`src/source/mem_pkg.sv`:
```
package mem_pkg;

    typedef logic [31:0] word_t;                      // data, address or mask word

    localparam int MEM_WORDS  = 1024;                 // word_ram depth
    localparam int MEM_ADDR_W = $clog2(MEM_WORDS);    // word index width

    // one latched request as held by the request buffer
    typedef struct packed {
        logic  pending;
        logic  write;
        word_t addr;
        word_t wdata;
        word_t wmask;
    } mem_cmd_t;

    typedef enum logic [1:0] {
        ARB_IDLE,                                     // waiting for core strobes
        ARB_ISSUE,                                    // driving cmd_start on cpu bus
        ARB_WAIT_READ,                                // read in flight
        ARB_NOTIFY                                    // valid pulse to the core
    } arb_state_e;

    typedef enum logic [1:0] {
        SPL_IDLE,                                     // ready for a cpu command
        SPL_FIRST,                                    // low (or only) word access
        SPL_SECOND,                                   // high word access
        SPL_MERGE                                     // waiting for the last read word
    } split_state_e;

endpackage

```
`src/source/mem_bus_if.sv`:
```
`timescale 1ns/1ps

interface mem_bus_if;

    logic           cmd_start;
    logic           cmd_write;
    logic           cmd_ready;
    mem_pkg::word_t addr;
    mem_pkg::word_t wdata;
    mem_pkg::word_t wmask;                            // bit-granular write enable
    mem_pkg::word_t rdata;
    logic           rdata_valid;                      // one pulse per accepted read

    modport requester (
        output cmd_start,
        output cmd_write,
        output addr,
        output wdata,
        output wmask,
        input  cmd_ready,
        input  rdata,
        input  rdata_valid
    );

    modport memory (
        input  cmd_start,
        input  cmd_write,
        input  addr,
        input  wdata,
        input  wmask,
        output cmd_ready,
        output rdata,
        output rdata_valid
    );

endinterface

```
`src/source/mem_access_ctrl.sv`:
```
`timescale 1ns/1ps

module mem_access_ctrl (
    input  logic          clk,
    input  logic          rst_n,
    mem_bus_if.memory     cpu_bus,
    mem_bus_if.requester  ram_bus
);

    mem_pkg::split_state_e               state;
    logic                                write_q;
    logic [1:0]                          off_q;      // byte offset of the access
    logic [mem_pkg::MEM_ADDR_W-1:0]      lo_idx;
    logic [mem_pkg::MEM_ADDR_W-1:0]      hi_idx;
    logic [63:0]                         data_q;     // wdata placed across two words
    logic [63:0]                         mask_q;
    mem_pkg::word_t                      lo_word;    // first half of a split read
    logic [63:0]                         data_sh;
    logic [63:0]                         mask_sh;
    logic [63:0]                         merged;
    logic                                split;
    logic                                sel_hi;
    logic                                lane_skip;
    mem_pkg::word_t                      lane_mask;
    logic                                want;
    logic                                cpu_take;
    logic                                ram_take;

    assign cpu_bus.cmd_ready = (state == mem_pkg::SPL_IDLE);
    assign cpu_take          = cpu_bus.cmd_start && cpu_bus.cmd_ready;

    assign data_sh = {32'b0, cpu_bus.wdata} << {cpu_bus.addr[1:0], 3'b000};
    assign mask_sh = {32'b0, cpu_bus.wmask} << {cpu_bus.addr[1:0], 3'b000};

    assign split  = (off_q != 2'b00);
    assign hi_idx = lo_idx + 1'b1;                   // wraps at the top of memory
    assign sel_hi = (state == mem_pkg::SPL_SECOND);

    assign lane_mask = sel_hi ? mask_q[63:32] : mask_q[31:0];
    assign lane_skip = write_q && split && (lane_mask == '0);   // nothing to write here
    assign want      = ((state == mem_pkg::SPL_FIRST) || sel_hi) && !lane_skip;

    assign ram_bus.cmd_start = want && ram_bus.cmd_ready;
    assign ram_bus.cmd_write = write_q;
    assign ram_bus.addr      = mem_pkg::word_t'(sel_hi ? hi_idx : lo_idx);
    assign ram_bus.wdata     = sel_hi ? data_q[63:32] : data_q[31:0];
    assign ram_bus.wmask     = lane_mask;
    assign ram_take          = ram_bus.cmd_start;

    // high word over low, then drop the leading offset bytes
    assign merged = {ram_bus.rdata, lo_word} >> {off_q, 3'b000};

    assign cpu_bus.rdata       = split ? merged[31:0] : ram_bus.rdata;
    assign cpu_bus.rdata_valid = (state == mem_pkg::SPL_MERGE) && ram_bus.rdata_valid;

    always_ff @(posedge clk or negedge rst_n) begin
        if (!rst_n) begin
            state <= mem_pkg::SPL_IDLE;
        end else begin
            case (state)
                mem_pkg::SPL_IDLE: begin
                    if (cpu_take) begin
                        state <= mem_pkg::SPL_FIRST;
                    end
                end
                mem_pkg::SPL_FIRST: begin
                    if (lane_skip) begin
                        state <= mem_pkg::SPL_SECOND;
                    end else if (ram_take) begin
                        if (split) begin
                            state <= mem_pkg::SPL_SECOND;
                        end else begin
                            state <= write_q ? mem_pkg::SPL_IDLE : mem_pkg::SPL_MERGE;
                        end
                    end
                end
                mem_pkg::SPL_SECOND: begin
                    if (lane_skip) begin
                        state <= mem_pkg::SPL_IDLE;
                    end else if (ram_take) begin
                        state <= write_q ? mem_pkg::SPL_IDLE : mem_pkg::SPL_MERGE;
                    end
                end
                mem_pkg::SPL_MERGE: begin
                    if (ram_bus.rdata_valid) begin
                        state <= mem_pkg::SPL_IDLE;
                    end
                end
                default: state <= mem_pkg::SPL_IDLE;
            endcase
        end
    end

    always_ff @(posedge clk) begin
        if (cpu_take) begin
            write_q <= cpu_bus.cmd_write;
            off_q   <= cpu_bus.addr[1:0];
            lo_idx  <= cpu_bus.addr[mem_pkg::MEM_ADDR_W+1:2];
            data_q  <= data_sh;
            mask_q  <= mask_sh;
        end
        if (sel_hi && ram_bus.rdata_valid) begin
            lo_word <= ram_bus.rdata;                // low word of a split read
        end
    end

    // returned words only belong to a read that is still being assembled
    a_rdata_expected : assert property (
        @(posedge clk) disable iff (!rst_n)
        ram_bus.rdata_valid |->
            !write_q && ((state == mem_pkg::SPL_SECOND) || (state == mem_pkg::SPL_MERGE))
    );

endmodule

```
`src/flat_wrapper.sv`:
```
// flat-port wrapper written by rule: the top's interface ports become plain ports
module mem_access_ctrl_flat 
  (clk, rst_n, cpu_bus_cmd_start, cpu_bus_cmd_write, cpu_bus_addr, cpu_bus_wdata, cpu_bus_wmask, cpu_bus_cmd_ready, cpu_bus_rdata, cpu_bus_rdata_valid, ram_bus_cmd_start, ram_bus_cmd_write, ram_bus_addr, ram_bus_wdata, ram_bus_wmask, ram_bus_cmd_ready, ram_bus_rdata, ram_bus_rdata_valid);
  mem_bus_if cpu_bus_i ();
  mem_bus_if ram_bus_i ();
  input  logic clk;
  input  logic rst_n;
  input wire logic [$bits(cpu_bus_i.cmd_start)-1:0] cpu_bus_cmd_start;
  input wire logic [$bits(cpu_bus_i.cmd_write)-1:0] cpu_bus_cmd_write;
  input wire logic [$bits(cpu_bus_i.addr)-1:0] cpu_bus_addr;
  input wire logic [$bits(cpu_bus_i.wdata)-1:0] cpu_bus_wdata;
  input wire logic [$bits(cpu_bus_i.wmask)-1:0] cpu_bus_wmask;
  output wire logic [$bits(cpu_bus_i.cmd_ready)-1:0] cpu_bus_cmd_ready;
  output wire logic [$bits(cpu_bus_i.rdata)-1:0] cpu_bus_rdata;
  output wire logic [$bits(cpu_bus_i.rdata_valid)-1:0] cpu_bus_rdata_valid;
  output wire logic [$bits(ram_bus_i.cmd_start)-1:0] ram_bus_cmd_start;
  output wire logic [$bits(ram_bus_i.cmd_write)-1:0] ram_bus_cmd_write;
  output wire logic [$bits(ram_bus_i.addr)-1:0] ram_bus_addr;
  output wire logic [$bits(ram_bus_i.wdata)-1:0] ram_bus_wdata;
  output wire logic [$bits(ram_bus_i.wmask)-1:0] ram_bus_wmask;
  input wire logic [$bits(ram_bus_i.cmd_ready)-1:0] ram_bus_cmd_ready;
  input wire logic [$bits(ram_bus_i.rdata)-1:0] ram_bus_rdata;
  input wire logic [$bits(ram_bus_i.rdata_valid)-1:0] ram_bus_rdata_valid;
  assign cpu_bus_i.cmd_start = cpu_bus_cmd_start;
  assign cpu_bus_i.cmd_write = cpu_bus_cmd_write;
  assign cpu_bus_i.addr = cpu_bus_addr;
  assign cpu_bus_i.wdata = cpu_bus_wdata;
  assign cpu_bus_i.wmask = cpu_bus_wmask;
  assign cpu_bus_cmd_ready = cpu_bus_i.cmd_ready;
  assign cpu_bus_rdata = cpu_bus_i.rdata;
  assign cpu_bus_rdata_valid = cpu_bus_i.rdata_valid;
  assign ram_bus_cmd_start = ram_bus_i.cmd_start;
  assign ram_bus_cmd_write = ram_bus_i.cmd_write;
  assign ram_bus_addr = ram_bus_i.addr;
  assign ram_bus_wdata = ram_bus_i.wdata;
  assign ram_bus_wmask = ram_bus_i.wmask;
  assign ram_bus_i.cmd_ready = ram_bus_cmd_ready;
  assign ram_bus_i.rdata = ram_bus_rdata;
  assign ram_bus_i.rdata_valid = ram_bus_rdata_valid;
  mem_access_ctrl u_core (.clk(clk), .rst_n(rst_n), .cpu_bus(cpu_bus_i), .ram_bus(ram_bus_i));
endmodule
```
`config.mk`:
```
export PLATFORM = sky130hd
export DESIGN_NAME = mem_access_ctrl_flat
export DESIGN_NICKNAME = d
export VERILOG_FILES = /design/src/source/mem_pkg.sv /design/src/source/mem_bus_if.sv /design/src/source/mem_access_ctrl.sv /design/src/flat_wrapper.sv
export SDC_FILE = /design/constraint.sdc
export NUM_CORES = 1
export LEC_CHECK = 0
export BUFFER_PORTS_ARGS = -buffer_cell sky130_fd_sc_hd__buf_2
export CORE_MARGIN = 3
export CORE_UTILIZATION = 38
export DETAILED_ROUTE_END_ITERATION = 10
export GPL_ROUTABILITY_DRIVEN = 0
export GPL_TIMING_DRIVEN = 0
export PLACE_DENSITY_LB_ADDON = 0.2
export REMOVE_ABC_BUFFERS = 1
export SETUP_SLACK_MARGIN = 0.5
export SYNTH_ARGS = -nofsm -noshare
export SYNTH_HDL_FRONTEND = slang
export SYNTH_SLANG_ARGS = --single-unit
```
`constraint.sdc`:
```
create_clock -name clk -period 4.5 [get_ports clk]
set_clock_uncertainty 0.1 [all_clocks]
set_input_delay 0.9 -clock clk [delete_from_list [all_inputs] [get_ports clk]]
set_output_delay 0.9 -clock clk [all_outputs]
set_load 0.05 [all_outputs]
```
==> flow_summary_export.csv <==
group,metric,value,unit
setup_path,cpPeakStageDelay,0.41,ns
synth,synth_seq_area_share,0.566,
finish,fin_util,0.491,
cts,clkTransAtPathRegs,0.06,ns
power,power_switching,0.00237,W
power,powerDensity,578,mW/mm²
sta,setup_viol,0,
floorplan,die_area,0.0228,mm²
synth,synthesis.area,0.00799,mm²
finish,fill_cells,1821,
synth,synth.ff_latch_count,151,
cts,ctsHtreeMaxLevel,4,
cts,clock-sinks,151,
setup_path,worstSetupStartpointType,"register",
floorplan,start_util,0.391,
routing,first_iter_violations,267,
sta,tightest_slew,1.30,ns
routing,drc,0,
power,p_comb_frac,0.414,
synth,async_flop_share,0.0132,
setup_path,cp_data_required_time,3.50,ns
finish,nets,923,
synth,synth_area_per_cell,14.0,µm²
finish,regArea,0.00452,mm²
grt,antenna_found_initial,0,
finish,num_antenna_cells,0,
setup_path,criticalPathCategory,"reg2out",
floorplan,core,0.0204,mm²
synth,synth_top_cell_area_share,0.560,
grt,grt_start_max_net_pins,69,
floorplan,rows,52,
cts,numCtsBuffers,17,
floorplan,io_pins,266,
sta,hold_viol_final,0,
finish,instances_no_fill,1063,
routing,routed_wl,20000,µm
routing,drt-wirelength-per-cell,18.8,µm
setup_path,crit_chain,"inv_1 -> ha_4 -> buf_12 -> mux2_2 -> nor3_1 -> o2111ai_1 -> and3_1 -> buf_2",
placement,io_buffers,223,
synth,yosysTopAreaCell,"edfxtp_1",
grt,grt_pass1_vias,5453,
floorplan,fp.dieW,151,µm
cts,ctsRootBufferMaster,"clkbuf_16",
finish,drive_above_1_share,0.444,
sta,fmax,264,MHz
synth,synth_edf_count,149,
routing,dr.pass1.iters,4,
routing,ant_nets,0,
cts,cts_max_path_buffers,2,
setup_path,cpMaxStageDelayCell,"dfrtp_1",
min_path,hp-class,"in2async",
synth,yosys-top-cells-count,"edfxtp_1, mux2i_1, mux2_2, nor2_1, mux4_2",
sta,finalCritPeriodShare,0.843,
grt,grt_usage,0.170,
cts,cts_tree,"done",
routing,vias,5415,
cts,cts_hold_buf,0,
run_status,status,"finished clean",
routing,vias_per_cell,5.09,
synth,synth_cells,571,
sta,finalCriticalPeriod,3.79,ns
floorplan,die_y,151,µm
synth,synth_ff_type,"edfxtp_1",
run,maxCapViolations,0,
sta,slew_violations,0,
power,swShare,0.409,
power,p_leak,4.06,nW
sta,rsz0062_at_grt,"false",
synth,yosys_warnings,0,
setup_path,cp_num_buf_inv,3,
sta,relSlewSlack,0.131,
grt,grt_pass1_wl,29600,µm
cts,clkLatencyLatePin,0.41,ns
setup_path,crit_family,"buffers and inverters",
grt,gr-total-overflow,0,
power,p_int,0.00343,W
placement,dp_hpwl,14200,µm
finish,multi_input_area,0.00322,mm²
synth,synthTopCellsByArea,"edfxtp_1, mux4_2, mux2_2",
power,pwr-share-seq,0.347,
placement,placed_cells,1032,
finish,area_growth,25.5,%
synth,yosys.cell_types.count,34,
setup_path,crit_fanout,39,
synth,synth_most_common_cell,"edfxtp_1",
sta,holdWs,0.164,ns
setup_path,crit_arrival,2.79,ns
setup_path,endpoint_kind,"output pin",
power,ir_drop,300,µV
power,p_clk_frac,0.239,
==> state kept, by name, indices dropped and copies added, names as in the netlist <==
register / flops
u_core.data_q: 56
u_core.lo_idx: 10
u_core.lo_word: 24
u_core.mask_q: 56
u_core.off_q: 2
u_core.ram_bus.cmd_write: 1
u_core.state: 2
==> layout make-up <==
cell class	instances	share of cell area
flip-flops and latches	151	0.451
repair buffers	234	0.136
multi-input cells	375	0.321
clock buffers	17	0.0424
well taps	270	0.0337
inverters	5	0.00187
clock inverters	11	0.0135
==> power by group through the flow <==
| stage | logic, W | registers, W | clock network [W] |
|---|---|---|---|
| after floorplan | 0.00176 | 0.00205 | 0 |
| after detailed placement | 0.00237 | 0.00205 | 0 |
| after global routing | 0.00253 | 0.00204 | 0.00147 |
| after CTS | 0.00240 | 0.00202 | 0.00142 |
| final | 0.00240 | 0.00201 | 0.00138 |
| after global placement | 0.00229 | 0.00211 | 0 |
==> layout by cell type (no fill, tap or decap), drive strengths merged, types with 2 or more instances in the layout <==
cell | Yosys | layout
inv | 5 | 6
clkinv | 0 | 6
nor3 | 4 | 4
nor2 | 41 | 41
and3 | 20 | 20
nand4 | 5 | 5
bufinv | 0 | 3
edfxtp | 149 | 149
buf | 34 | 234
a21oi | 4 | 4
conb | 1 | 22
mux2i | 59 | 59
dfrtp | 2 | 2
mux4 | 32 | 32
nand3 | 3 | 3
mux2 | 56 | 56
o21ai | 23 | 23
xnor2 | 8 | 8
nand2 | 29 | 29
and2 | 19 | 19
nor2b | 18 | 18
clkbuf | 27 | 17
a22o | 11 | 11
ha | 5 | 5
nor4 | 10 | 10
==> worst paths after layout <==
| kind | start | end | slack (ns) | depth (start not counted) |
|---|---|---|---|---|
| min | rst_n | u_core.state[0] | 0.16 | 1 |
| min in group clk | u_core.state[1] | u_core.state[1] | 0.53 | 1 |
| max in group asynchronous | rst_n | u_core.state[1] | 4.03 | 1 |
| max reg2reg | u_core.state[0] | u_core.state[1] | 1.45 | 8 |
| min reg2reg | u_core.state[1] | u_core.state[1] | 0.53 | 1 |
| max | u_core.state[0] | ram_bus_cmd_start | 0.71 | 8 |
==> routing by layer <==
layer	part of all wire	track usage	wire (µm)
met1	0.39	0.191	7750
met5	0	0	0
met4	0.0093	0.0408	185
met3	0.089	0.0658	1770
met2	0.51	0.305	10300
==> cell families after synthesis <==
| kind of cell | share of synthesized area |
|---|---|
| flip-flops | 0.566 |
| multiplexers | 0.243 |
| adder cells (fa/ha/maj) | 0.00783 |
| AO/OA/AOI/OAI | 0.0329 |
| XOR/XNOR | 0.00987 |
| buffers and inverters | 0.0432 |
| other | 0.000469 |
| AND/OR/NAND/NOR | 0.0965 |
==> metrics by stage <==
stage                     setup TNS [ns]  setup slack (ns)  power (W)  cell area (µm²)
after floorplan                    -9.81            -0.311    0.00382             7740
final                                  0             0.708    0.00579            10000
after global placement           -183.35             -1.12    0.00440             9200
after CTS                              0             0.550    0.00584             9990
after global routing                   0             0.568    0.00604            10000
after detailed placement               0             0.876    0.00442             9400
==> repair_timing <==
action | CTS | global route
endpoints found under the setup margin | 1 | 1
setup buffers | 1 | 1
pin swaps | 0 | 0
gates resized for setup | 0 | 0
Note: power is estimated with default switching activity, not from simulation.
