===== config.mk =====
export PLATFORM = sky130hd
export DESIGN_NAME = request_buffer
export DESIGN_NICKNAME = d
export VERILOG_FILES = /design/src/source/mem_pkg.sv /design/src/source/request_buffer.sv
export SDC_FILE = /design/constraint.sdc
export NUM_CORES = 1
export LEC_CHECK = 0
export BUFFER_PORTS_ARGS = -buffer_cell sky130_fd_sc_hd__clkbuf_2
export CORE_AREA = 2 2 204 206
export DETAILED_ROUTE_END_ITERATION = 12
export DIE_AREA = 0 0 206 208
export GPL_ROUTABILITY_DRIVEN = 0
export PLACE_DENSITY = 0.55
export SYNTH_ARGS = -nofsm -noshare
export SYNTH_HDL_FRONTEND = slang
export SYNTH_SLANG_ARGS = --single-unit

===== constraint.sdc =====
create_clock -name clk -period 3.6 [get_ports clk]
set_clock_uncertainty 0.15 [all_clocks]
set_input_delay 0.36 -clock clk [delete_from_list [all_inputs] [get_ports clk]]
set_output_delay 0.36 -clock clk [all_outputs]
set_load 0.01 [all_outputs]

===== src/source/mem_pkg.sv =====
package mem_pkg;

    typedef logic [31:0] word_t;                      // data, address or mask word

    localparam int MEM_WORDS  = 1024;                 // word_ram depth
    localparam int MEM_ADDR_W = $clog2(MEM_WORDS);    // word index width

    // one latched request as held by the request buffer
    typedef struct packed {
        logic  pending;
        logic  write;
        word_t addr;
        word_t wdata;
        word_t wmask;
    } mem_cmd_t;

    typedef enum logic [1:0] {
        ARB_IDLE,                                     // waiting for core strobes
        ARB_ISSUE,                                    // driving cmd_start on cpu bus
        ARB_WAIT_READ,                                // read in flight
        ARB_NOTIFY                                    // valid pulse to the core
    } arb_state_e;

    typedef enum logic [1:0] {
        SPL_IDLE,                                     // ready for a cpu command
        SPL_FIRST,                                    // low (or only) word access
        SPL_SECOND,                                   // high word access
        SPL_MERGE                                     // waiting for the last read word
    } split_state_e;

endpackage


===== src/source/request_buffer.sv =====
`timescale 1ns/1ps

module request_buffer (
    input  logic               clk,
    input  logic               rst_n,
    input  logic               capture,
    input  logic               load_inst,
    input  logic               load_data,
    input  logic               sel_inst,
    input  logic               inst_start,
    input  logic               d_cmd_start,
    input  logic               d_cmd_write,
    input  mem_pkg::word_t     i_addr,
    input  mem_pkg::word_t     d_addr,
    input  mem_pkg::word_t     wdata,
    input  mem_pkg::word_t     wmask,
    input  mem_pkg::word_t     bus_rdata,
    output mem_pkg::mem_cmd_t  inst_cmd,
    output mem_pkg::mem_cmd_t  data_cmd,
    output mem_pkg::mem_cmd_t  issue_cmd,
    output mem_pkg::word_t     inst,
    output mem_pkg::word_t     rdata
);

    logic           inst_pending;
    logic           data_pending;
    logic           data_write;
    mem_pkg::word_t inst_addr_q;
    mem_pkg::word_t data_addr_q;
    mem_pkg::word_t wdata_q;
    mem_pkg::word_t wmask_q;

    always_ff @(posedge clk or negedge rst_n) begin
        if (!rst_n) begin
            inst_pending <= 1'b0;
            data_pending <= 1'b0;
            data_write   <= 1'b0;
            inst         <= '1;
            rdata        <= '1;
        end else if (capture) begin
            inst_pending <= inst_start;
            data_pending <= d_cmd_start;
            data_write   <= d_cmd_start && d_cmd_write;
        end else begin
            if (load_inst) begin
                inst_pending <= 1'b0;
                inst         <= bus_rdata;
            end
            if (load_data) begin
                data_pending <= 1'b0;
                if (!data_write) begin
                    rdata <= bus_rdata;           // writes leave the last read word
                end
            end
        end
    end

    always_ff @(posedge clk) begin
        if (capture) begin
            inst_addr_q <= i_addr;
            data_addr_q <= d_addr;
            wdata_q     <= wdata;
            wmask_q     <= wmask;
        end
    end

    assign inst_cmd  = '{pending: inst_pending, write: 1'b0, addr: inst_addr_q,
                         wdata: '0, wmask: '0};
    assign data_cmd  = '{pending: data_pending, write: data_write, addr: data_addr_q,
                         wdata: wdata_q, wmask: wmask_q};
    assign issue_cmd = sel_inst ? inst_cmd : data_cmd;

endmodule


==> run_results.csv, run 1 <==
group,metric,value,unit
status,status,"complete, no violations",
die,rows,74,
power,p_per_area,468,nW/um^2
logic_synthesis,synthMuxAreaShare,0.140,
global_route,overflow,0,
logic_synthesis,syn_area,7810,sq um
detailed_routing,wl,27700,um
min_path,hp-start,"load_inst",
timing,setup-violations-final,0,
setup_path,cpMaxStageDelayCell,"buf_4",
final_layout,utilization,0.314,
setup_path,cp_max_fo,48,
timing,holdWs,64.9,ps
detailed_routing,drt_pass1_iterations,4,
die,die_w,206,um
global_route,grt_pass1_wl,39000,um
cts,cts_setup_buffers,0,
logic_synthesis,synth_adder_area_share,0,
logic_synthesis,synthSimpleGateAreaFrac,0.0566,
cts,cts.htree.levels,4,
global_route,grt_util_all_layers,0.127,
cts,clock_path_buffers,2,
cts,ctsResizeCount,0,
final_layout,fin_cells,1629,
logic_synthesis,synth.distinct_cells,18,
power,power_leakage,5.68,nW
logic_synthesis,yosys_warnings,0,
setup_path,critical_path.cell_chain,"buf_4, buf_12, mux2_2, clkbuf_2",
setup_path,cp.required,3090,ps
timing,clock.fmax,467,MHz
timing,period_share,0.595,
timing,rsz0062_at_grt,"no",
die,die_area,42800,sq um
logic_synthesis,syn-mean-instance-area,17.2,sq um
place,io_buffers,461,
detailed_routing,dr_total_vias,5981,
global_route,grt_pass1_vias,6272,
detailed_routing,drc,0,
global_route,antenna_found_initial,3,
timing,tightest_slew,975,ps
place,post_dp_cell_area,10500,sq um
final_layout,syn_to_final_growth,63.0,%
global_route,grt_max_degree,72,
setup_path,worstSetupStartpointType,"primary input",
cts,path_clk_slew,70,ps
run,cap_violations,0,
setup_path,cp_data_arrival_time,1630,ps
detailed_routing,antenna_left,0,
logic_synthesis,synth_top_family_by_area,"multiplexers",
setup_path,crit_type,"in2out",
detailed_routing,wl_per_cell,17.0,um
cts,clock_latency,480,ps
timing,report.final.slew_viol_count,0,
timing,fin_setup_tns,0,ps
final_layout,drive_above_1_share,0.600,
setup_path,cpPeakStageDelay,420,ps
setup_path,cp-end-kind,"output port",
power,vdd_drop_max,0.392,mV
final_layout,design_area,12700,sq um
die,pin_count,527,
setup_path,setup.worst_path.start,"sel_inst",
timing,fin_crit,2140,ps
final_layout,mostFrequentLayoutCell,"clkbuf_2",
cts,cts_tree,"yes",
timing,relSlewSlack,0.348,
die,die_y,208,um
detailed_routing,drt_iter0_markers,230,
min_path,min_path_type,"in2reg",
logic_synthesis,ys_ff_latch,195,
die,initial_utilization,0.192,
final_layout,nNetsFinal,1252,
cts,numCtsBuffers,17,
final_layout,final_cell_mix,"clkbuf_2, dlygate4sd3_1, edfxtp_1, mux2_2, conb_1",
logic_synthesis,syn_inst,454,
timing,hold_viol,0,
place,hpwlAfterDp,21300,um
cts,clock_sinks,195,
logic_synthesis,synth_xor_area_frac,0,
cts,root_buffer,"clkbuf_16",
setup_path,r2r-start,"data_write",
die,coreArea,40600,sq um
place,placed_cells,1431,
logic_synthesis,yosysSeqAreaShare,0.717,
logic_synthesis,synth_compound_area_frac,0.00289,
detailed_routing,via_per_inst,3.67,
==> sequential cells by signal, indices dropped and copies added, names as in the netlist <==
name	count
data_addr_q	32
inst	32
inst_addr_q	32
rdata	32
wdata_q	32
wmask_q	32
data_pending	1
data_write	1
inst_pending	1
==> cell usage after synthesis (all sizes together) <==
cell type,number,share of area
edfxtp,128,0.49
mux2,97,0.14
buf,80,0.079
nor2b,65,0.052
dfstp,64,0.22
clkbuf,7,0.0035
dfrtp,3,0.0096
nor2,3,0.0014
a22o,2,0.0022
conb,1,0.00048
inv,1,0.00048
nand3,1,0.00064
nor3b,1,0.0024
o21ai,1,0.00064
==> worst max-delay path: cells and delay by family <==
kind                   cells  cell delay [ps]
muxes                      1              380
buffers and inverters      3              850
==> power by group <==
group          total [mW]  switching, mW  leakage, nW  internal [mW]
clock network        1.92          0.860        0.298           1.06
registers            2.91          0.163         1.96           2.75
logic                1.13          0.567         3.42          0.559
==> what timing repair did <==
item / 4_1_cts / 5_1_grt
endpoints found under the setup margin: 0 / 0
endpoints found under the hold margin: 198 / 0
hold buffers: 165 / 0
==> worst paths after layout <==
path | end | slack [ps] | cells after the start
min reg2reg | data_pending | 400 | 1
max reg2reg | rdata[0] | 1620 | 3
min | inst_pending | 60 | 3
max | issue_cmd[65] | 1460 | 4
max in group asynchronous | inst[14] | 2020 | 3
min in group asynchronous | data_pending | 290 | 2
==> routing by layer <==
metal,GRT usage,up-vias,part of all wire
li1,-,2725,-
met4,0.0527,2,0.020
met5,0,-,0.00047
met1,0.134,2903,0.38
met3,0.0526,28,0.093
met2,0.222,323,0.51
==> cell type report <==
type                       instances  area, sq um
inverter                           1         3.75
clock inverter                    10         88.8
tap                              532          666
multi-input combinational        235         1810
timing repair buffer             633         4060
clock buffer                      22          499
fill                            4093        27800
sequential                       195         5600
antenna                            1         2.50
==> through the flow <==
stage | setup slack, ps | power (mW)
2_1_floorplan | 1990 | 3.40
3_3_place_gp | 1480 | 3.93
3_5_place_dp | 1430 | 3.94
4_1_cts | 1390 | 6.08
5_1_grt | 1400 | 6.23
6_report | 1460 | 5.96
==> cell families after synthesis <==
family / count (synthesis)
and+or+nand+nor: 70
DFF: 195
other: 1
muxes: 97
buffers and inverters: 88
AOI/OAI and AO/OA: 3
Power figures use the tool's default switching activity.
==> run 2: changes to the inputs <==
--- a/config.mk
+++ b/config.mk
@@ -10,7 +10,7 @@
 export DETAILED_ROUTE_END_ITERATION = 12
 export DIE_AREA = 0 0 206 208
 export GPL_ROUTABILITY_DRIVEN = 0
-export PLACE_DENSITY = 0.55
+export PLACE_DENSITY = 0.57
 export SYNTH_ARGS = -nofsm -noshare
 export SYNTH_HDL_FRONTEND = slang
 export SYNTH_SLANG_ARGS = --single-unit
==> constraint.sdc (replaced) <==
create_clock -name clk -period 1.75 [get_ports clk]
set_clock_uncertainty 0.15 [all_clocks]
set_input_delay 0.175 -clock clk [delete_from_list [all_inputs] [get_ports clk]]
set_output_delay 0.175 -clock clk [all_outputs]
set_load 0.01 [all_outputs]
==> run 2 against run 1 <==
  * Setup slack got worse by 1400 ps
  * Critical path depth is 2 lower
  * Die area did not move
  * Global-route usage fell by 0.77 points
  * Routed wire length is 5.5% lower
  * Sequential power increased by 100%
  * Utilization increased by 0.37 points
  * Register-to-register slack lost 1400 ps
  * Total power up 110%
  * Largest cell class unchanged
  * Largest power group unchanged
==> run_results.csv, run 2 (synthesis results as in run 1) <==
group,metric,value,unit
detailed_routing,wl,26200,um
final_layout,mostFrequentLayoutCell,"clkbuf_2",
power,vdd_drop_max,0.740,mV
min_path,min_path_type,"in2reg",
setup_path,r2r_end,"rdata[1]",
setup_path,cpMaxStageDelayCell,"dfrtp_1",
detailed_routing,wl_per_cell,16.0,um
timing,period_share,0.965,
setup_path,cp-end-kind,"output port",
setup_path,worstSetupStartpointType,"register",
global_route,grt_pass1_vias,6133,
die,coreArea,40600,sq um
final_layout,nNetsFinal,1263,
timing,fin_ws,62.1,ps
power,p_seq_frac,0.485,
setup_path,critical_path.cell_chain,"mux2_2, clkbuf_2",
detailed_routing,drc,0,
setup_path,cp_max_fo,3,
detailed_routing,via_per_inst,3.68,
die,die_w,206,um
timing,rsz0062_at_grt,"no",
setup_path,rrSetupSlack,210,ps
timing,report.final.slew_viol_count,0,
global_route,overflow,0,
global_route,grt_pass1_wl,37000,um
place,io_buffers,461,
setup_path,cp_data_arrival_time,1360,ps
setup_path,path_buf_inv,1,
die,die_y,208,um
status,status,"complete, no violations",
setup_path,setup.worst_path.start,"data_pending",
global_route,grt_max_degree,68,
setup_path,crit_type,"reg2out",
cts,clock_latency,480,ps
cts,cts.htree.levels,4,
setup_path,crit_end,"issue_cmd[97]",
timing,hold_viol,0,
timing,holdWs,78.2,ps
final_layout,utilization,0.318,
global_route,grt_util_all_layers,0.119,
timing,relSlewSlack,0.583,
final_layout,syn_to_final_growth,65.0,%
detailed_routing,drt_pass1_iterations,4,
detailed_routing,antenna_left,0,
final_layout,final_cell_mix,"clkbuf_2, dlygate4sd3_1, edfxtp_1, mux2_2, conb_1",
power,clockPowerShare,0.323,
timing,clock.fmax,592,MHz
power,power.total,12.3,mW
die,die_area,42800,sq um
setup_path,crit_cells,2,
die,initial_utilization,0.192,
setup_path,worst_r2r_path_depth,3,
setup_path,cpPeakStageDelay,470,ps
die,pin_count,527,
timing,setup-violations-final,0,
final_layout,drive_above_1_share,0.603,
detailed_routing,drt_iter0_markers,197,
power,switching_power,3.30,mW
cts,path_clk_slew,80,ps
place,dpl_worst_slack,184,ps
detailed_routing,dr_total_vias,6033,
cts,numCtsBuffers,17,
power,power_frac_comb,0.191,
timing,tightest_slew,626,ps
power,power_leakage,5.76,nW
setup_path,r2r-start,"data_write",
power,p_per_area,953,nW/um^2
cts,clock_path_buffers,2,
place,hpwlAfterDp,20200,um
setup_path,critPathTopFamily,"flip-flops",
setup_path,cp.required,1420,ps
cts,clock_sinks,195,
cts,root_buffer,"clkbuf_16",
run,cap_violations,0,
cts,cts_tree,"yes",
power,p_sw_frac,0.269,
global_route,antenna_found_initial,4,
timing,fin_crit,1690,ps
die,rows,74,
power,p_int,8.97,mW
## run 2: changes by cell type in the layout (fill, tap and decap cells not counted), moves of 2 or more
cell / before / now
clkinv_1: 2 / 0
buf_12: 3 / 7
clkbuf_2: 461 / 459
clkinv_2: 0 / 2
inv_4: 4 / 1
buf_4: 5 / 10
inv_6: 2 / 7
dlygate4sd3_1: 165 / 167
## run 2: timing repair
| item | CTS | global route |
|---|---|---|
| hold buffers | 167 | 0 |
| resized for setup | 1 | 0 |
| buffers inserted | 2 | 0 |
| endpoints found under the hold margin | 262 | 0 |
| endpoints found under the setup margin | 3 | 0 |
## run 2: worst min-delay path by stage
stage / startpoint / to / slack, ps / cells after the start
floorplan: rst_n / data_pending / -270 / 0
global placement: rst_n / data_write / 80 / 2
detailed placement: rst_n / data_pending / 80 / 2
CTS: capture / wdata_q[12] / 30 / 2
global route: capture / inst_addr_q[31] / 60 / 2
finish: capture / wdata_q[10] / 80 / 2
## run 2: worst register-to-register path: stages (launching register included)
cell and delay (ps):
dfrtp_1 430, nor3b_4 330, buf_12 200, mux2_2 350
## run 2: power groups by stage
stage | combinational, mW | clock, mW | sequential (mW)
floorplan | 0.775 | 0 | 6.22
global placement | 2.03 | 0 | 6.04
detailed placement | 2.05 | 0 | 6.04
CTS | 2.37 | 4.15 | 5.96
global route | 2.54 | 4.27 | 6.02
finish | 2.35 | 3.97 | 5.95
## run 2: through the flow
| step | cells | cell area [sq um] | TNS, ps |
|---|---|---|---|
| after floorplan | 518 | 8050 | 0 |
| after global placement | 1438 | 10600 | 0 |
| after detailed placement | 1438 | 10600 | 0 |
| after CTS | 1639 | 12900 | -1.85 |
| after global routing | 1639 | 12900 | 0 |
| final | 1641 | 12900 | 0 |
## run 2: metal layers
| metal | up-vias | routed length [um] | track usage |
|---|---|---|---|
| met3 | 23 | 2410 | 0.0486 |
| met2 | 325 | 13400 | 0.209 |
| li1 | 2752 | - | - |
| met4 | 2 | 384 | 0.0431 |
| met1 | 2931 | 10000 | 0.128 |
| met5 | - | 16 | 0 |
## run 2: cell type report
class                      count  area (sq um)
antenna                        2          5.00
clock buffer                  22           518
clock inverter                10          77.6
fill                        4090         27700
inverter                       1          3.75
multi-input combinational    235          1810
sequential                   195          5600
tap                          532           666
timing repair buffer         644          4200
==> run 3: changes to the inputs <==
--- a/config.mk
+++ b/config.mk
@@ -10,7 +10,9 @@
 export DETAILED_ROUTE_END_ITERATION = 12
 export DIE_AREA = 0 0 206 208
 export GPL_ROUTABILITY_DRIVEN = 0
-export PLACE_DENSITY = 0.57
+export MAX_ROUTING_LAYER = met4
+export PLACE_DENSITY = 0.5
+export SKIP_LAST_GASP = 1
 export SYNTH_ARGS = -nofsm -noshare
 export SYNTH_HDL_FRONTEND = slang
 export SYNTH_SLANG_ARGS = --single-unit
==> run 3 against run 2 <==
  * Non-clock buffer count down 2
  * Clock-buffer cell count fell by 5
  * First-iteration DRC count shrank 17%
  * Global-route usage is 1.2 points higher
  * Die area unchanged
  * Sequential power about the same
  * Cell count down 0.12%
  * Setup slack worse by 2.3 ps
  * Highest routed layer is now met4
==> run_results.csv, run 3 (synthesis results as in run 1) <==
group,metric,value,unit
status,status,"complete, no violations",
timing,holdWs,167,ps
setup_path,r2r-start,"data_write",
final_layout,mostFrequentLayoutCell,"clkbuf_2",
min_path,min_path_type,"in2async",
place,placed_cells,1436,
detailed_routing,via_per_inst,3.69,
cts,clock_latency,450,ps
final_layout,nNetsFinal,1261,
setup_path,cp-end-kind,"output port",
detailed_routing,antenna_left,0,
setup_path,cp_max_fo,2,
final_layout,drive_above_1_share,0.605,
timing,fin_crit,1690,ps
die,coreArea,40600,sq um
die,die_area,42800,sq um
cts,numCtsBuffers,17,
final_layout,n_fill_cell,4102,
final_layout,final_cell_mix,"clkbuf_2, dlygate4sd3_1, edfxtp_1, mux2_2, conb_1",
cts,path_clk_slew,70,ps
run,cap_violations,0,
detailed_routing,drt_pass1_iterations,4,
cts,cts.htree.levels,4,
die,die_y,208,um
setup_path,cp_data_arrival_time,1370,ps
place,io_buffers,461,
die,die_w,206,um
final_layout,syn_to_final_growth,65.2,%
setup_path,crit_type,"reg2out",
timing,clock.fmax,592,MHz
die,pin_count,527,
setup_path,cp.required,1420,ps
setup_path,worstSetupStartpointType,"register",
detailed_routing,dr_total_vias,6054,
power,power.total,12.4,mW
global_route,antenna_found_initial,3,
global_route,grt_pass1_vias,6250,
setup_path,worst_r2r_path_depth,3,
cts,clock_sinks,195,
final_layout,fin_cells,1639,
cts,cts_tree,"yes",
detailed_routing,wl_per_cell,17.3,um
die,initial_utilization,0.192,
cts,clock_path_buffers,2,
timing,rsz0062_at_grt,"yes",
cts,root_buffer,"clkbuf_16",
global_route,overflow,0,
power,power_leakage,5.76,nW
power,vdd_drop_max,0.617,mV
place,hpwlAfterDp,22000,um
setup_path,setup.worst_path.start,"data_addr_q[25]",
timing,hold_viol,0,
detailed_routing,drc,0,
detailed_routing,drt_iter0_markers,163,
die,rows,74,
global_route,grt_max_degree,80,
detailed_routing,wl,28400,um
global_route,grt_pass1_wl,39200,um
timing,fin_setup_tns,0,ps
global_route,grt_util_all_layers,0.131,
power,p_per_area,961,nW/um^2
timing,setup-violations-final,0,
timing,report.final.slew_viol_count,0,
timing,period_share,0.966,
run 3: changes by cell type in the layout (fill, tap and decap cells not counted), moves of 3 or more:
cell       before  now
inv_8           0    5
clkinv_4        0    4
inv_6           7    3
clkbuf_16      20   17
run 3: what timing repair did:
item | 4_1_cts | 5_1_grt
setup endpoints to repair | 4 | 4
hold endpoints to repair | 264 | 0
setup buffers | 1 | 1
gates resized for setup | 1 | 8
hold buffers | 167 | 0
run 3: stage by stage:
stage / utilization / area [sq um] / setup slack (ps)
6_report: 0.318 / 12900 / 59.8
5_1_grt: 0.318 / 12900 / -15.0
4_1_cts: 0.317 / 12900 / -28.0
3_5_place_dp: 0.261 / 10600 / 199
3_3_place_gp: 0.261 / 10600 / 221
2_1_floorplan: - / 8050 / 303
run 3: area by class of cell:
type	instances	area (sq um)	area share
clock buffers	17	425	0.0330
clock inverters	15	180	0.0140
diodes	2	5.00	0.000388
inverters	1	3.75	0.000291
multi-input cells	235	1820	0.141
flip-flops and latches	195	5600	0.434
well taps	532	666	0.0516
repair buffers	642	4190	0.325
run 3: where the power goes:
part | switching (mW) | total, mW | leakage (nW) | internal [mW]
Combinational | 1.18 | 2.37 | 3.50 | 1.19
Clock | 1.99 | 4.05 | 0.298 | 2.06
Sequential | 0.326 | 5.97 | 1.96 | 5.65
run 3: routing by layer:
layer | track usage | vias to the layer above | routed length [um]
li1 | - | 2757 | -
met1 | 0.141 | 2931 | 10700
met2 | 0.228 | 343 | 14800
met3 | 0.0459 | 23 | 2460
met4 | 0.0367 | 0 | 460
met5 | - | - | 0
run 3: final timing paths:
| check | end | slack (ps) |
|---|---|---|
| min in group clk | wdata_q[24] | 270 |
| worst min register to register | data_pending | 470 |
| worst max register to register | rdata[13] | 230 |
| worst max-delay path | issue_cmd[89] | 60 |
| max in group asynchronous | rdata[9] | 970 |
| worst min-delay path | data_write | 170 |
run 3: worst max-delay path: stages, from the launching register on:
cell	delay [ps]
edfxtp_1	470
mux2_4	320
buf_6	130
