[src/source/mem_pkg.sv]
package mem_pkg;

    typedef logic [31:0] word_t;                      // data, address or mask word

    localparam int MEM_WORDS  = 1024;                 // word_ram depth
    localparam int MEM_ADDR_W = $clog2(MEM_WORDS);    // word index width

    // one latched request as held by the request buffer
    typedef struct packed {
        logic  pending;
        logic  write;
        word_t addr;
        word_t wdata;
        word_t wmask;
    } mem_cmd_t;

    typedef enum logic [1:0] {
        ARB_IDLE,                                     // waiting for core strobes
        ARB_ISSUE,                                    // driving cmd_start on cpu bus
        ARB_WAIT_READ,                                // read in flight
        ARB_NOTIFY                                    // valid pulse to the core
    } arb_state_e;

    typedef enum logic [1:0] {
        SPL_IDLE,                                     // ready for a cpu command
        SPL_FIRST,                                    // low (or only) word access
        SPL_SECOND,                                   // high word access
        SPL_MERGE                                     // waiting for the last read word
    } split_state_e;

endpackage

[src/source/mem_bus_if.sv]
`timescale 1ns/1ps

interface mem_bus_if;

    logic           cmd_start;
    logic           cmd_write;
    logic           cmd_ready;
    mem_pkg::word_t addr;
    mem_pkg::word_t wdata;
    mem_pkg::word_t wmask;                            // bit-granular write enable
    mem_pkg::word_t rdata;
    logic           rdata_valid;                      // one pulse per accepted read

    modport requester (
        output cmd_start,
        output cmd_write,
        output addr,
        output wdata,
        output wmask,
        input  cmd_ready,
        input  rdata,
        input  rdata_valid
    );

    modport memory (
        input  cmd_start,
        input  cmd_write,
        input  addr,
        input  wdata,
        input  wmask,
        output cmd_ready,
        output rdata,
        output rdata_valid
    );

endinterface

[src/source/mem_arbiter.sv]
`timescale 1ns/1ps

module mem_arbiter (
    input  logic               clk,
    input  logic               rst_n,
    input  logic               inst_start,
    input  logic               d_cmd_start,
    input  logic               exited,
    input  mem_pkg::mem_cmd_t  inst_cmd,
    input  mem_pkg::mem_cmd_t  data_cmd,
    input  mem_pkg::mem_cmd_t  issue_cmd,
    output logic               inst_ready,
    output logic               d_cmd_ready,
    output logic               inst_valid,
    output logic               rdata_valid,
    output logic               capture,
    output logic               load_inst,
    output logic               load_data,
    output logic               sel_inst,
    mem_bus_if.requester       cpu_bus
);

    mem_pkg::arb_state_e state;
    mem_pkg::arb_state_e state_nx;
    logic                notify_inst;                 // result being notified is a fetch
    logic                accept;
    logic                issue_take;
    logic                read_done;

    // fetch always wins while it is still pending
    assign sel_inst = inst_cmd.pending;

    assign inst_ready  = (state == mem_pkg::ARB_IDLE) && !exited;
    assign d_cmd_ready = (state == mem_pkg::ARB_IDLE) && !exited;

    assign accept  = (inst_start && inst_ready) || (d_cmd_start && d_cmd_ready);
    assign capture = accept;                          // latch both requests at once

    assign cpu_bus.cmd_start = (state == mem_pkg::ARB_ISSUE) && !exited && cpu_bus.cmd_ready;
    assign cpu_bus.cmd_write = issue_cmd.write;
    assign cpu_bus.addr      = issue_cmd.addr;
    assign cpu_bus.wdata     = issue_cmd.wdata;
    assign cpu_bus.wmask     = issue_cmd.wmask;

    assign issue_take = cpu_bus.cmd_start;            // already qualified by ready
    assign read_done  = (state == mem_pkg::ARB_WAIT_READ) && !exited && cpu_bus.rdata_valid;

    assign load_inst = read_done && sel_inst;
    // a write retires as soon as the bus takes it
    assign load_data = (read_done && !sel_inst) || (issue_take && issue_cmd.write);

    assign inst_valid  = (state == mem_pkg::ARB_NOTIFY) && !exited && notify_inst;
    assign rdata_valid = (state == mem_pkg::ARB_NOTIFY) && !exited && !notify_inst;

    always_comb begin
        state_nx = state;
        case (state)
            mem_pkg::ARB_IDLE: begin
                if (accept) begin
                    state_nx = mem_pkg::ARB_ISSUE;
                end
            end
            mem_pkg::ARB_ISSUE: begin
                if (issue_take) begin
                    state_nx = issue_cmd.write ? mem_pkg::ARB_IDLE : mem_pkg::ARB_WAIT_READ;
                end
            end
            mem_pkg::ARB_WAIT_READ: begin
                if (read_done) begin
                    state_nx = mem_pkg::ARB_NOTIFY;
                end
            end
            mem_pkg::ARB_NOTIFY: begin
                if (!exited) begin
                    // data still queued behind the fetch goes straight out
                    state_nx = data_cmd.pending ? mem_pkg::ARB_ISSUE : mem_pkg::ARB_IDLE;
                end
            end
            default: state_nx = mem_pkg::ARB_IDLE;
        endcase
    end

    always_ff @(posedge clk or negedge rst_n) begin
        if (!rst_n) begin
            state       <= mem_pkg::ARB_IDLE;
            notify_inst <= 1'b0;
        end else begin
            state <= state_nx;
            if (read_done) begin
                notify_inst <= sel_inst;
            end
        end
    end

    // a stalled command stays on the bus unchanged until the memory side takes it
    a_stall_keeps_cmd : assert property (
        @(posedge clk) disable iff (!rst_n)
        ((state == mem_pkg::ARB_ISSUE) && !issue_take) |=>
            (state == mem_pkg::ARB_ISSUE) && $stable(issue_cmd)
    );

    // one result at a time, and each pulse lasts a single cycle
    a_single_valid : assert property (
        @(posedge clk) disable iff (!rst_n)
        (inst_valid || rdata_valid) |->
            !(inst_valid && rdata_valid) ##1 !(inst_valid || rdata_valid)
    );

endmodule

[src/flat_wrapper.sv]
// flat-port wrapper written by rule: the top's interface ports become plain ports
module mem_arbiter_flat 
  (clk, rst_n, inst_start, d_cmd_start, exited, inst_cmd, data_cmd, issue_cmd, inst_ready, d_cmd_ready, inst_valid, rdata_valid, capture, load_inst, load_data, sel_inst, cpu_bus_cmd_start, cpu_bus_cmd_write, cpu_bus_addr, cpu_bus_wdata, cpu_bus_wmask, cpu_bus_cmd_ready, cpu_bus_rdata, cpu_bus_rdata_valid);
  mem_bus_if cpu_bus_i ();
  input  logic clk;
  input  logic rst_n;
  input  logic inst_start;
  input  logic d_cmd_start;
  input  logic exited;
  input  mem_pkg::mem_cmd_t inst_cmd;
  input  mem_pkg::mem_cmd_t data_cmd;
  input  mem_pkg::mem_cmd_t issue_cmd;
  output logic inst_ready;
  output logic d_cmd_ready;
  output logic inst_valid;
  output logic rdata_valid;
  output logic capture;
  output logic load_inst;
  output logic load_data;
  output logic sel_inst;
  output wire logic [$bits(cpu_bus_i.cmd_start)-1:0] cpu_bus_cmd_start;
  output wire logic [$bits(cpu_bus_i.cmd_write)-1:0] cpu_bus_cmd_write;
  output wire logic [$bits(cpu_bus_i.addr)-1:0] cpu_bus_addr;
  output wire logic [$bits(cpu_bus_i.wdata)-1:0] cpu_bus_wdata;
  output wire logic [$bits(cpu_bus_i.wmask)-1:0] cpu_bus_wmask;
  input wire logic [$bits(cpu_bus_i.cmd_ready)-1:0] cpu_bus_cmd_ready;
  input wire logic [$bits(cpu_bus_i.rdata)-1:0] cpu_bus_rdata;
  input wire logic [$bits(cpu_bus_i.rdata_valid)-1:0] cpu_bus_rdata_valid;
  assign cpu_bus_cmd_start = cpu_bus_i.cmd_start;
  assign cpu_bus_cmd_write = cpu_bus_i.cmd_write;
  assign cpu_bus_addr = cpu_bus_i.addr;
  assign cpu_bus_wdata = cpu_bus_i.wdata;
  assign cpu_bus_wmask = cpu_bus_i.wmask;
  assign cpu_bus_i.cmd_ready = cpu_bus_cmd_ready;
  assign cpu_bus_i.rdata = cpu_bus_rdata;
  assign cpu_bus_i.rdata_valid = cpu_bus_rdata_valid;
  mem_arbiter u_core (.clk(clk), .rst_n(rst_n), .inst_start(inst_start), .d_cmd_start(d_cmd_start), .exited(exited), .inst_cmd(inst_cmd), .data_cmd(data_cmd), .issue_cmd(issue_cmd), .inst_ready(inst_ready), .d_cmd_ready(d_cmd_ready), .inst_valid(inst_valid), .rdata_valid(rdata_valid), .capture(capture), .load_inst(load_inst), .load_data(load_data), .sel_inst(sel_inst), .cpu_bus(cpu_bus_i));
endmodule
[config.mk]
export PLATFORM = sky130hd
export DESIGN_NAME = mem_arbiter_flat
export DESIGN_NICKNAME = d
export VERILOG_FILES = /design/src/source/mem_pkg.sv /design/src/source/mem_bus_if.sv /design/src/source/mem_arbiter.sv /design/src/flat_wrapper.sv
export SDC_FILE = /design/constraint.sdc
export NUM_CORES = 1
export LEC_CHECK = 0
export BUFFER_PORTS_ARGS = -buffer_cell sky130_fd_sc_hd__buf_4
export CAP_MARGIN = 20
export CORE_AREA = 2 2 173 175
export DETAILED_ROUTE_END_ITERATION = 10
export DIE_AREA = 0 0 175 177
export HOLD_SLACK_MARGIN = 0.06
export PLACE_DENSITY = 0.31
export SLEW_MARGIN = 0
export SYNTH_ARGS = -nofsm -noshare
export SYNTH_HDL_FRONTEND = slang
export SYNTH_SLANG_ARGS = --single-unit
export TNS_END_PERCENT = 1
[constraint.sdc]
create_clock -name clk -period 1.2 [get_ports clk]
set_input_delay 0.24 -clock clk [delete_from_list [all_inputs] [get_ports clk]]
set_output_delay 0.24 -clock clk [all_outputs]
set_load 0.005 [all_outputs]
==> metrics.yaml, run 1 <==
chipHeight_um: 177
layout_min_cycle_time_ps: 1489
final_layout_size_suffix_gt1_frac: 0.7321
r2r_start: "u_core.state[0]"
routabilityCongestion: 0.5928
cpPeakStageDelay_ps: 450
final.setup.worst_slack_ps: -288.7
tightest_slew_ps: 288.4
synth.net_count: 455
clk_pin_slew_ps: 30
ys.warnings.count: 0
max-clock-path-buffers: 2
cts.root.buffer_cell: "sky130_fd_sc_hd__clkbuf_16"
die_area_um2: 30980
numClockSinks: 3
initial_core_util: 0.03277
grt_pass1_vias: 504
detail_route.wl_per_cell_um: 15.18
slowest_cp_cell: "sky130_fd_sc_hd__dfrtp_2"
synth_edf_count: 0
power_density_nw_per_um2: 1203
setup_violating_endpoint_count_in_the_final_report: 9
yosys.cell_types.count: 19
via_count: 455
rsz0062_at_grt: "yes"
via_per_inst: 1.020
most_numerous_cell_in_the_yosys_netlist: "sky130_fd_sc_hd__buf_4"
number_of_buffer_and_inverter_stages_on_the_critical_path: 2
worstSetupPathType: "reg2out"
fin_area_um2: 1049
grtUsageTotal: 0.04277
number_of_fill_cells: 3458
insertedDiodeCount: 0
leakage_nw: 0.2848
synthFlopType: "sky130_fd_sc_hd__dfrtp_1"
drt-total-wl_um: 6772
achievable-frequency_ghz: 0.6717
grt_pass1_wl_um: 7776
async_flop_share: 1.000
detail_route.drc_violations: 0
yosys_register_bits: 3
final.period_utilization: 1.241
synth_commonest_cells: "sky130_fd_sc_hd__buf_4 (99), sky130_fd_sc_hd__dfrtp_1 (3), sky130_fd_sc_hd__nand2b_1 (3)"
portBuffers: 19
setup.worst_path.start_class: "flop"
timing.slew.headroom: 0.8060
peakVddDrop_mv: 0.3195
rows: 63
grt_start_max_net_pins: 7
max_cap_viol_count: 0
critical_path_arrival_ps: 1250
setup.worst_path.end_class: "output pin"
cts_inserted_buffers: 3
drt_iter0_markers: 5
failed_checks: "negative setup slack"
grt_antenna_before_repair: 1
critPathMaxFanout: 6
hold_viol: 0
synthesis.area_per_instance_um2: 7.856
critical-path-top-delay-family: "flip-flops"
synthesized_instance_count: 122
dp.final_hpwl_um: 6438
fp.coreArea_um2: 29240
status: "complete, but fails checks"
post-synth-top-area-fraction: 0.7755
synth.cell_area_um2: 958.4
clk_latency_ps: 220
tritoncts: "done"
ioPinCount: 439
synth_top_cell_by_area: "sky130_fd_sc_hd__buf_4"
globalRouteOverflowTotal: 0
synth.top_cells.by_area: "sky130_fd_sc_hd__buf_4 (78%), sky130_fd_sc_hd__dfrtp_1 (7.8%), sky130_fd_sc_hd__nand2b_1 (2.0%), sky130_fd_sc_hd__nor3_4 (1.7%), sky130_fd_sc_hd__mux2_1 (1.2%)"
htree_num_levels: 1
worstPathRequired_ps: 960
crit_chain: "buf_4 > nor2_2 > a22o_1 > buf_6"
final.setup_skew_ps: 0.6225
finish.net_count: 390
area_taken_by_flip_flops_and_latches_um2: 77.57
multiInputGateArea_um2: 168.9
placedCellCount: 439
placed_area_um2: 903.4
stdcell_count: 446
ant_nets: 0
total_count_of_max_transition_violations_in_the_final_report: 0
worstHoldStart: "issue_cmd[96]"
holdCritPathClass: "in2reg"
floorplan.die.width_um: 175
drt-pass1-iter-count: 4
synth.yosys.seq_area_share: 0.07833
areaGrowthSynthToFinish_pct: 9.400
==> worst paths after layout <==
kind / end / slack (ps) / cells after the start
worst max-delay path: load_data / -290 / 4
worst min-delay path: flop / 250 / 2
worst max register to register: u_core.state[0] / -20 / 5
worst min register to register: u_core.notify_inst / 530 / 1
max in group asynchronous: u_core.state[0] / 710 / 2
min in group asynchronous: asynchronous set/reset pin / 380 / 2
==> cells by family after synthesis <==
group	share of synthesized area
buf+inv	0.7794
simple gates	0.08879
mux	0.01175
compound gates	0.04179
flops	0.07833
==> layer usage <==
layer	routed length, um	GRT usage	vias up
li1	-	-	150
met1	961	0.01774	176
met2	2147	0.04578	77
met3	3195	0.09493	50
met4	453	0.02847	2
met5	13	0	-
==> cell type report <==
class | count | area share
tap | 390 | 0.4654
multi-input combinational | 19 | 0.1611
timing repair buffer | 29 | 0.2208
sequential | 3 | 0.07399
clock buffer | 4 | 0.07518
inverter | 1 | 0.003580
==> worst reg2reg max path: cells and delay by family, from the launching register on <==
kind                   cells  cell delay (ps)
AOI/OAI and AO/OA          2              330
buffers and inverters      2              260
and+or+nand+nor            1               70
DFF                        1              440
==> timing repair <==
item | CTS | global route
hold buffers | 1 | 0
setup buffers | 2 | 0
hold endpoints to repair | 3 | 0
pin swaps | 2 | 1
resized for setup | 9 | 2
endpoints found under the setup margin | 9 | 11
==> cell usage in the layout (no fill, tap or decap) <==
cell type and count:
sky130_fd_sc_hd__a211o_1 1, sky130_fd_sc_hd__a21o_1 1, sky130_fd_sc_hd__a22o_1 1, sky130_fd_sc_hd__and3_2 1, sky130_fd_sc_hd__buf_4 25, sky130_fd_sc_hd__buf_6 3, sky130_fd_sc_hd__clkbuf_1 1, sky130_fd_sc_hd__clkbuf_16 3
sky130_fd_sc_hd__dfrtp_1 1, sky130_fd_sc_hd__dfrtp_2 2, sky130_fd_sc_hd__dlygate4sd3_1 1, sky130_fd_sc_hd__inv_1 1, sky130_fd_sc_hd__mux2_1 1, sky130_fd_sc_hd__nand2_1 1, sky130_fd_sc_hd__nand2_2 1, sky130_fd_sc_hd__nand2b_1 3
sky130_fd_sc_hd__nand3b_1 1, sky130_fd_sc_hd__nor2_2 2, sky130_fd_sc_hd__nor2b_2 1, sky130_fd_sc_hd__nor3_4 2, sky130_fd_sc_hd__nor4_1 1, sky130_fd_sc_hd__o21a_1 1, sky130_fd_sc_hd__o31ai_4 1
==> power breakdown <==
part	switching (mW)	internal, mW	leakage (nW)
clock network	0.0884	0.438	0.0382
registers	0.0922	0.158	0.0350
logic	0.190	0.294	0.212
total	0.370	0.890	0.285
==> metrics by stage <==
stage	hold slack, ps	setup TNS (ps)	setup slack [ps]	util	power [mW]
CTS	245.2	-2313	-307.8	0.03543	1.269
finish	245.8	-1922	-288.7	0.03585	1.261
floorplan	-55.59	0	46.05	-	0.6389
global route	255.9	-2639	-366.3	0.03585	1.361
detailed placement	35.94	-1068	-186.3	0.03089	0.6458
global placement	32.27	-937.0	-162.5	0.03089	0.6417
(Power assumes the default switching activity.)
==> inputs of run 2 (changes only) <==
--- a/config.mk
+++ b/config.mk
@@ -12,6 +12,7 @@
 export DIE_AREA = 0 0 175 177
 export HOLD_SLACK_MARGIN = 0.06
 export PLACE_DENSITY = 0.31
+export REMOVE_ABC_BUFFERS = 1
 export SLEW_MARGIN = 0
 export SYNTH_ARGS = -nofsm -noshare
 export SYNTH_HDL_FRONTEND = slang
==> metrics.yaml, run 2 (same netlist as run 1, synthesis figures left out) <==
critical-path-top-delay-family: "flip-flops"
floorplan.die.width_um: 175  # unchanged
mostFrequentLayoutCell: "sky130_fd_sc_hd__buf_4"
leakage_nw: 0.2895  # +1.7%
drt_iter0_markers: 48  # +43
crit_end: "load_data"
finish.net_count: 389  # -0.26%
finish.utilization: 0.03615  # +0.0002995
htree_num_levels: 1  # unchanged
tritoncts: "done"
setup.worst_path.start_class: "flop"
cts_inserted_buffers: 3  # unchanged
via_per_inst: 1.383  # +36%
finalPower_mw: 1.314  # +4.2%
number_of_fill_cells: 3449  # -0.26%
clk_latency_ps: 220  # about the same
r2r_end: "u_core.notify_inst"
peakVddDrop_mv: 0.8550  # +170%
max-clock-path-buffers: 2  # unchanged
logic_depth_of_the_worst_register_to_register_path: 5  # unchanged
timing.slew.headroom: 0.8022  # -0.003774
max_cap_viol_count: 0  # unchanged
areaGrowthSynthToFinish_pct: 10.31
drt-total-wl_um: 23970  # +250%
cts.root.buffer_cell: "sky130_fd_sc_hd__clkbuf_16"
critical_path_depth: 4  # unchanged
final.period_utilization: 1.284  # +0.04383
die_area_um2: 30980  # unchanged
chipHeight_um: 177  # unchanged
final.setup_skew_ps: 2.532  # +1.910 ps
worstSetupPathType: "reg2out"
grt_pass1_vias: 539  # +6.9%
rows: 63  # unchanged
failed_checks: "negative setup slack"
grt_start_max_net_pins: 7  # unchanged
routabilityCongestion: 0.8047  # +36%
ioPinCount: 439  # unchanged
number_of_buffer_and_inverter_stages_on_the_critical_path: 1  # -1
clk_pin_slew_ps: 30  # about the same
multiInputGateArea_um2: 171.4  # +1.5%
cpPeakStageDelay_ps: 450  # about the same
initial_core_util: 0.03277  # unchanged
grt_pass1_wl_um: 25280  # +230%
total_count_of_max_transition_violations_in_the_final_report: 0  # unchanged
final_layout_size_suffix_gt1_frac: 0.7455  # +0.01331
grt_antenna_before_repair: 1  # unchanged
detail_route.drc_violations: 0  # unchanged
holdCritPathClass: "in2reg"
cp-startpoint: "u_core.state[0]"
hold_viol: 0  # unchanged
fp.coreArea_um2: 29240  # unchanged
place_worst_setup_slack_ps: -144.9  # +41.43 ps
final.setup.worst_slack_ps: -341.3  # -52.60 ps
grtUsageTotal: 0.1501  # +0.1073
drt-pass1-iter-count: 4  # unchanged
power_density_nw_per_um2: 1243  # +3.3%
ant_nets: 0  # unchanged
critPathMaxFanout: 6  # unchanged
slowest_cp_cell: "sky130_fd_sc_hd__dfrtp_2"
status: "complete, but fails checks"
area_taken_by_flip_flops_and_latches_um2: 77.57  # unchanged
crit_chain: "nand3b_1 > nor2_4 > a22o_1 > buf_4"
layout_min_cycle_time_ps: 1541  # +52.60 ps
setup.worst_path.end_class: "output pin"
rsz0062_at_grt: "yes"
worstPathRequired_ps: 960  # about the same
critical_path_arrival_ps: 1300  # +50 ps
numClockSinks: 3  # unchanged
portBuffers: 19  # unchanged
dp.final_hpwl_um: 23600  # +270%
tightest_slew_ps: 294.3  # +5.871 ps
setup_violating_endpoint_count_in_the_final_report: 9  # unchanged
detail_route.wl_per_cell_um: 53.75  # +250%
layout_common_cells: "sky130_fd_sc_hd__buf_4 (21), sky130_fd_sc_hd__buf_6 (6), sky130_fd_sc_hd__nand2b_1 (3), sky130_fd_sc_hd__clkbuf_16 (3), sky130_fd_sc_hd__dfrtp_2 (2)"
regToRegSetupSlack_ps: -50  # -30 ps
globalRouteOverflowTotal: 0  # unchanged
achievable-frequency_ghz: 0.6488  # -3.4%
via_count: 617  # +36%
-- run 2: cell types whose count changed in the layout (fill, tap and decap cells not counted), sizes merged --
cell and change:
diode +1, buf -1
-- run 2: metal layers --
metal / vias up / routed length (um) / GRT usage
met5: - / 0 / 0
met4: 0 / 8 / 0.002083
met3: 2 / 5199 / 0.1613
met2: 240 / 17320 / 0.3862
met1: 221 / 1447 / 0.02499
li1: 154 / - / -
-- run 2: area by class of cell --
type | count | share of cell area
Antenna cell | 1 | 0.002367
Sequential cell | 3 | 0.07337
Timing Repair Buffer | 28 | 0.2225
Clock buffer | 4 | 0.07456
Multi-Input combinational cell | 19 | 0.1621
Tap cell | 390 | 0.4615
Inverter | 1 | 0.003550
-- run 2: worst min-delay path by stage --
| stage | to | cells after the start | slack (ps) | start |
|---|---|---|---|---|
| finish | flop | 2 | 220 | issue_cmd[96] |
| global route | flop | 2 | 220 | issue_cmd[96] |
| CTS | flop | 2 | 220 | issue_cmd[96] |
| detailed placement | u_core.notify_inst | 1 | 40 | rst_n |
| global placement | u_core.notify_inst | 1 | 30 | rst_n |
| floorplan | asynchronous set/reset pin | 0 | -60 | rst_n |
-- run 2: metrics by stage --
stage	hold slack (ps)	setup TNS, ps	cells	cell area [um2]
5_1_grt	219.3	-2334	445	1055
3_5_place_dp	37.72	-489.7	438	890.9
3_3_place_gp	32.97	-399.0	438	890.9
6_report	215.8	-1866	446	1057
2_1_floorplan	-55.59	-64.53	23	215.2
4_1_cts	219.4	-2140	444	1002
-- run 2: where the power goes --
group / switching [mW] / internal (mW) / total (mW) / leakage (nW)
Combinational: 0.234 / 0.313 / 0.547 / 0.216
Clock: 0.0923 / 0.439 / 0.531 / 0.0382
Sequential: 0.0781 / 0.158 / 0.236 / 0.0350
-- run 2: what timing repair did --
action / in CTS / in global routing
hold buffers: 1 / 0
setup buffers: 1 / 1
resized for setup: 5 / 11
pin swaps: 2 / 5
endpoints found under the setup margin: 9 / 10
hold endpoints to repair: 3 / 0
==> inputs of run 3 (changes only) <==
--- a/config.mk
+++ b/config.mk
@@ -11,6 +11,7 @@
 export DETAILED_ROUTE_END_ITERATION = 10
 export DIE_AREA = 0 0 175 177
 export HOLD_SLACK_MARGIN = 0.06
+export MAX_ROUTING_LAYER = met4
 export PLACE_DENSITY = 0.31
 export REMOVE_ABC_BUFFERS = 1
 export SLEW_MARGIN = 0
==> metrics.yaml, run 3 (same netlist as run 1, synthesis figures left out) <==
status: "complete, but fails checks"
failed_checks: "negative setup slack"
clk_latency_ps: 220  # about the same
globalRouteOverflowTotal: 0  # unchanged
tritoncts: "done"
hold_viol: 0  # unchanged
insertedDiodeCount: 0  # -1
worstSetupPathType: "reg2out"
portBuffers: 19  # unchanged
drt-pass1-iter-count: 4  # unchanged
met3_usage: 0.1589  # -0.002363
ioPinCount: 439  # unchanged
max-clock-path-buffers: 2  # unchanged
setup.worst_path.start_class: "flop"
grt_pass1_vias: 547  # +1.5%
max_cap_viol_count: 0  # unchanged
layout_common_cells: "sky130_fd_sc_hd__buf_4 (21), sky130_fd_sc_hd__buf_6 (6), sky130_fd_sc_hd__nand2b_1 (3), sky130_fd_sc_hd__clkbuf_16 (3), sky130_fd_sc_hd__dfrtp_2 (2)"
total_count_of_max_transition_violations_in_the_final_report: 0  # unchanged
fp.coreArea_um2: 29240  # unchanged
drt_iter0_markers: 34  # -29%
critPathMaxFanout: 6  # unchanged
dp.final_hpwl_um: 23600  # unchanged
final.period_utilization: 1.276  # -0.008363
placedCellCount: 438  # unchanged
chipHeight_um: 177  # unchanged
tightest_slew_ps: 297.1  # +2.838 ps
drt-total-wl_um: 23950  # about the same
timing.slew.headroom: 0.8003  # -0.001908
power_density_nw_per_um2: 1247  # +0.37%
grt_start_max_net_pins: 7  # unchanged
peakVddDrop_mv: 0.8544  # about the same
grt_antenna_before_repair: 0  # -1
die_area_um2: 30980  # unchanged
via_count: 603  # -2.3%
numClockSinks: 3  # unchanged
critical_path_arrival_ps: 1290  # about the same
final.setup.worst_slack_ps: -331.2  # +10.04 ps
holdCritPathClass: "in2reg"
cts_inserted_buffers: 3  # unchanged
cpPeakStageDelay_ps: 450  # about the same
grt_pass1_wl_um: 25230  # -0.19%
layout_min_cycle_time_ps: 1531  # -10.04 ps
floorplan.die.width_um: 175  # unchanged
worstPathRequired_ps: 960  # about the same
finish.net_count: 389  # unchanged
routabilityCongestion: 0.8164  # +1.5%
areaGrowthSynthToFinish_pct: 10.05
final_layout_size_suffix_gt1_frac: 0.7455  # unchanged
busiest_layer: "met2"
leakage_nw: 0.2895  # about the same
crit_chain: "nand3b_1 > nor2_4 > a22o_1 > buf_4"
slowest_cp_cell: "sky130_fd_sc_hd__dfrtp_2"
initial_core_util: 0.03277  # unchanged
ant_nets: 0  # unchanged
critical-path-top-delay-family: "flip-flops"
detail_route.drc_violations: 0  # unchanged
cts.root.buffer_cell: "sky130_fd_sc_hd__clkbuf_16"
htree_num_levels: 1  # unchanged
final.setup_skew_ps: 2.727  # +0.1949 ps
gr-usage-met1: 0.02641  # +0.001424
via_per_inst: 1.355  # -2.0%
grtUsageTotal: 0.1545  # +0.004390
rows: 63  # unchanged
setup.worst_path.end_class: "output pin"
gr-usage-met2: 0.3862  # unchanged
finalPower_mw: 1.316  # +0.13%
fin_hold_ws_ps: 216.2  # +0.3250 ps
setup_total_negative_slack_ps: -1850  # +16.17 ps
mostFrequentLayoutCell: "sky130_fd_sc_hd__buf_4"
achievable-frequency_ghz: 0.6531  # +0.66%
stdcell_count: 445  # -0.22%
clk_pin_slew_ps: 30  # about the same
detail_route.wl_per_cell_um: 53.83  # +0.14%
number_of_buffer_and_inverter_stages_on_the_critical_path: 1  # unchanged
setup_violating_endpoint_count_in_the_final_report: 9  # unchanged
rsz0062_at_grt: "yes"
-- run 3: layer usage --
layer | vias up | wire length, um
li1 | 152 | -
met1 | 213 | 1534
met2 | 236 | 17320
met3 | 2 | 5089
met4 | 0 | 11
met5 | - | 0
-- run 3: worst paths after layout --
kind / startpoint / endpoint / slack, ps / cells past startpoint
min reg2reg: u_core.notify_inst / u_core.notify_inst / 550 / 1
max in group asynchronous: rst_n / u_core.state[0] / 740 / 2
max: u_core.state[0] / load_data / -330 / 4
min in group asynchronous: rst_n / u_core.notify_inst / 350 / 2
max reg2reg: flop / u_core.notify_inst / -60 / 5
min: issue_cmd[96] / flop / 220 / 2
-- run 3: metrics by stage --
stage | setup slack, ps | instance area [um2] | util
final | -331.2 | 1055 | 0.03607
after global routing | -379.3 | 1055 | 0.03607
after detailed placement | -144.9 | 890.9 | 0.03046
after global placement | -133.5 | 890.9 | 0.03046
after CTS | -301.6 | 1002 | 0.03427
after floorplan | -64.53 | 215.2 | -
-- run 3: report_power, final --
group	internal (mW)	total, mW	switching (mW)
logic	0.313	0.549	0.236
registers	0.158	0.235	0.0772
clock network	0.439	0.532	0.0932
-- run 3: cell type report --
| type | count | area, um2 |
|---|---|---|
| Timing Repair Buffer | 28 | 235.2 |
| Multi-Input combinational cell | 19 | 171.4 |
| Inverter | 1 | 3.754 |
| Fill cell | 3449 | 28190 |
| Sequential cell | 3 | 77.57 |
| Clock buffer | 4 | 78.83 |
| Tap cell | 390 | 488.0 |
-- run 3: timing repair --
action                                  in CTS  in global routing
endpoints found under the setup margin       9                 10
buffers inserted                             1                  1
hold buffers                                 1                  0
gates resized for setup                      5                 11
endpoints found under the hold margin        3                  0
pin swaps                                    2                  5
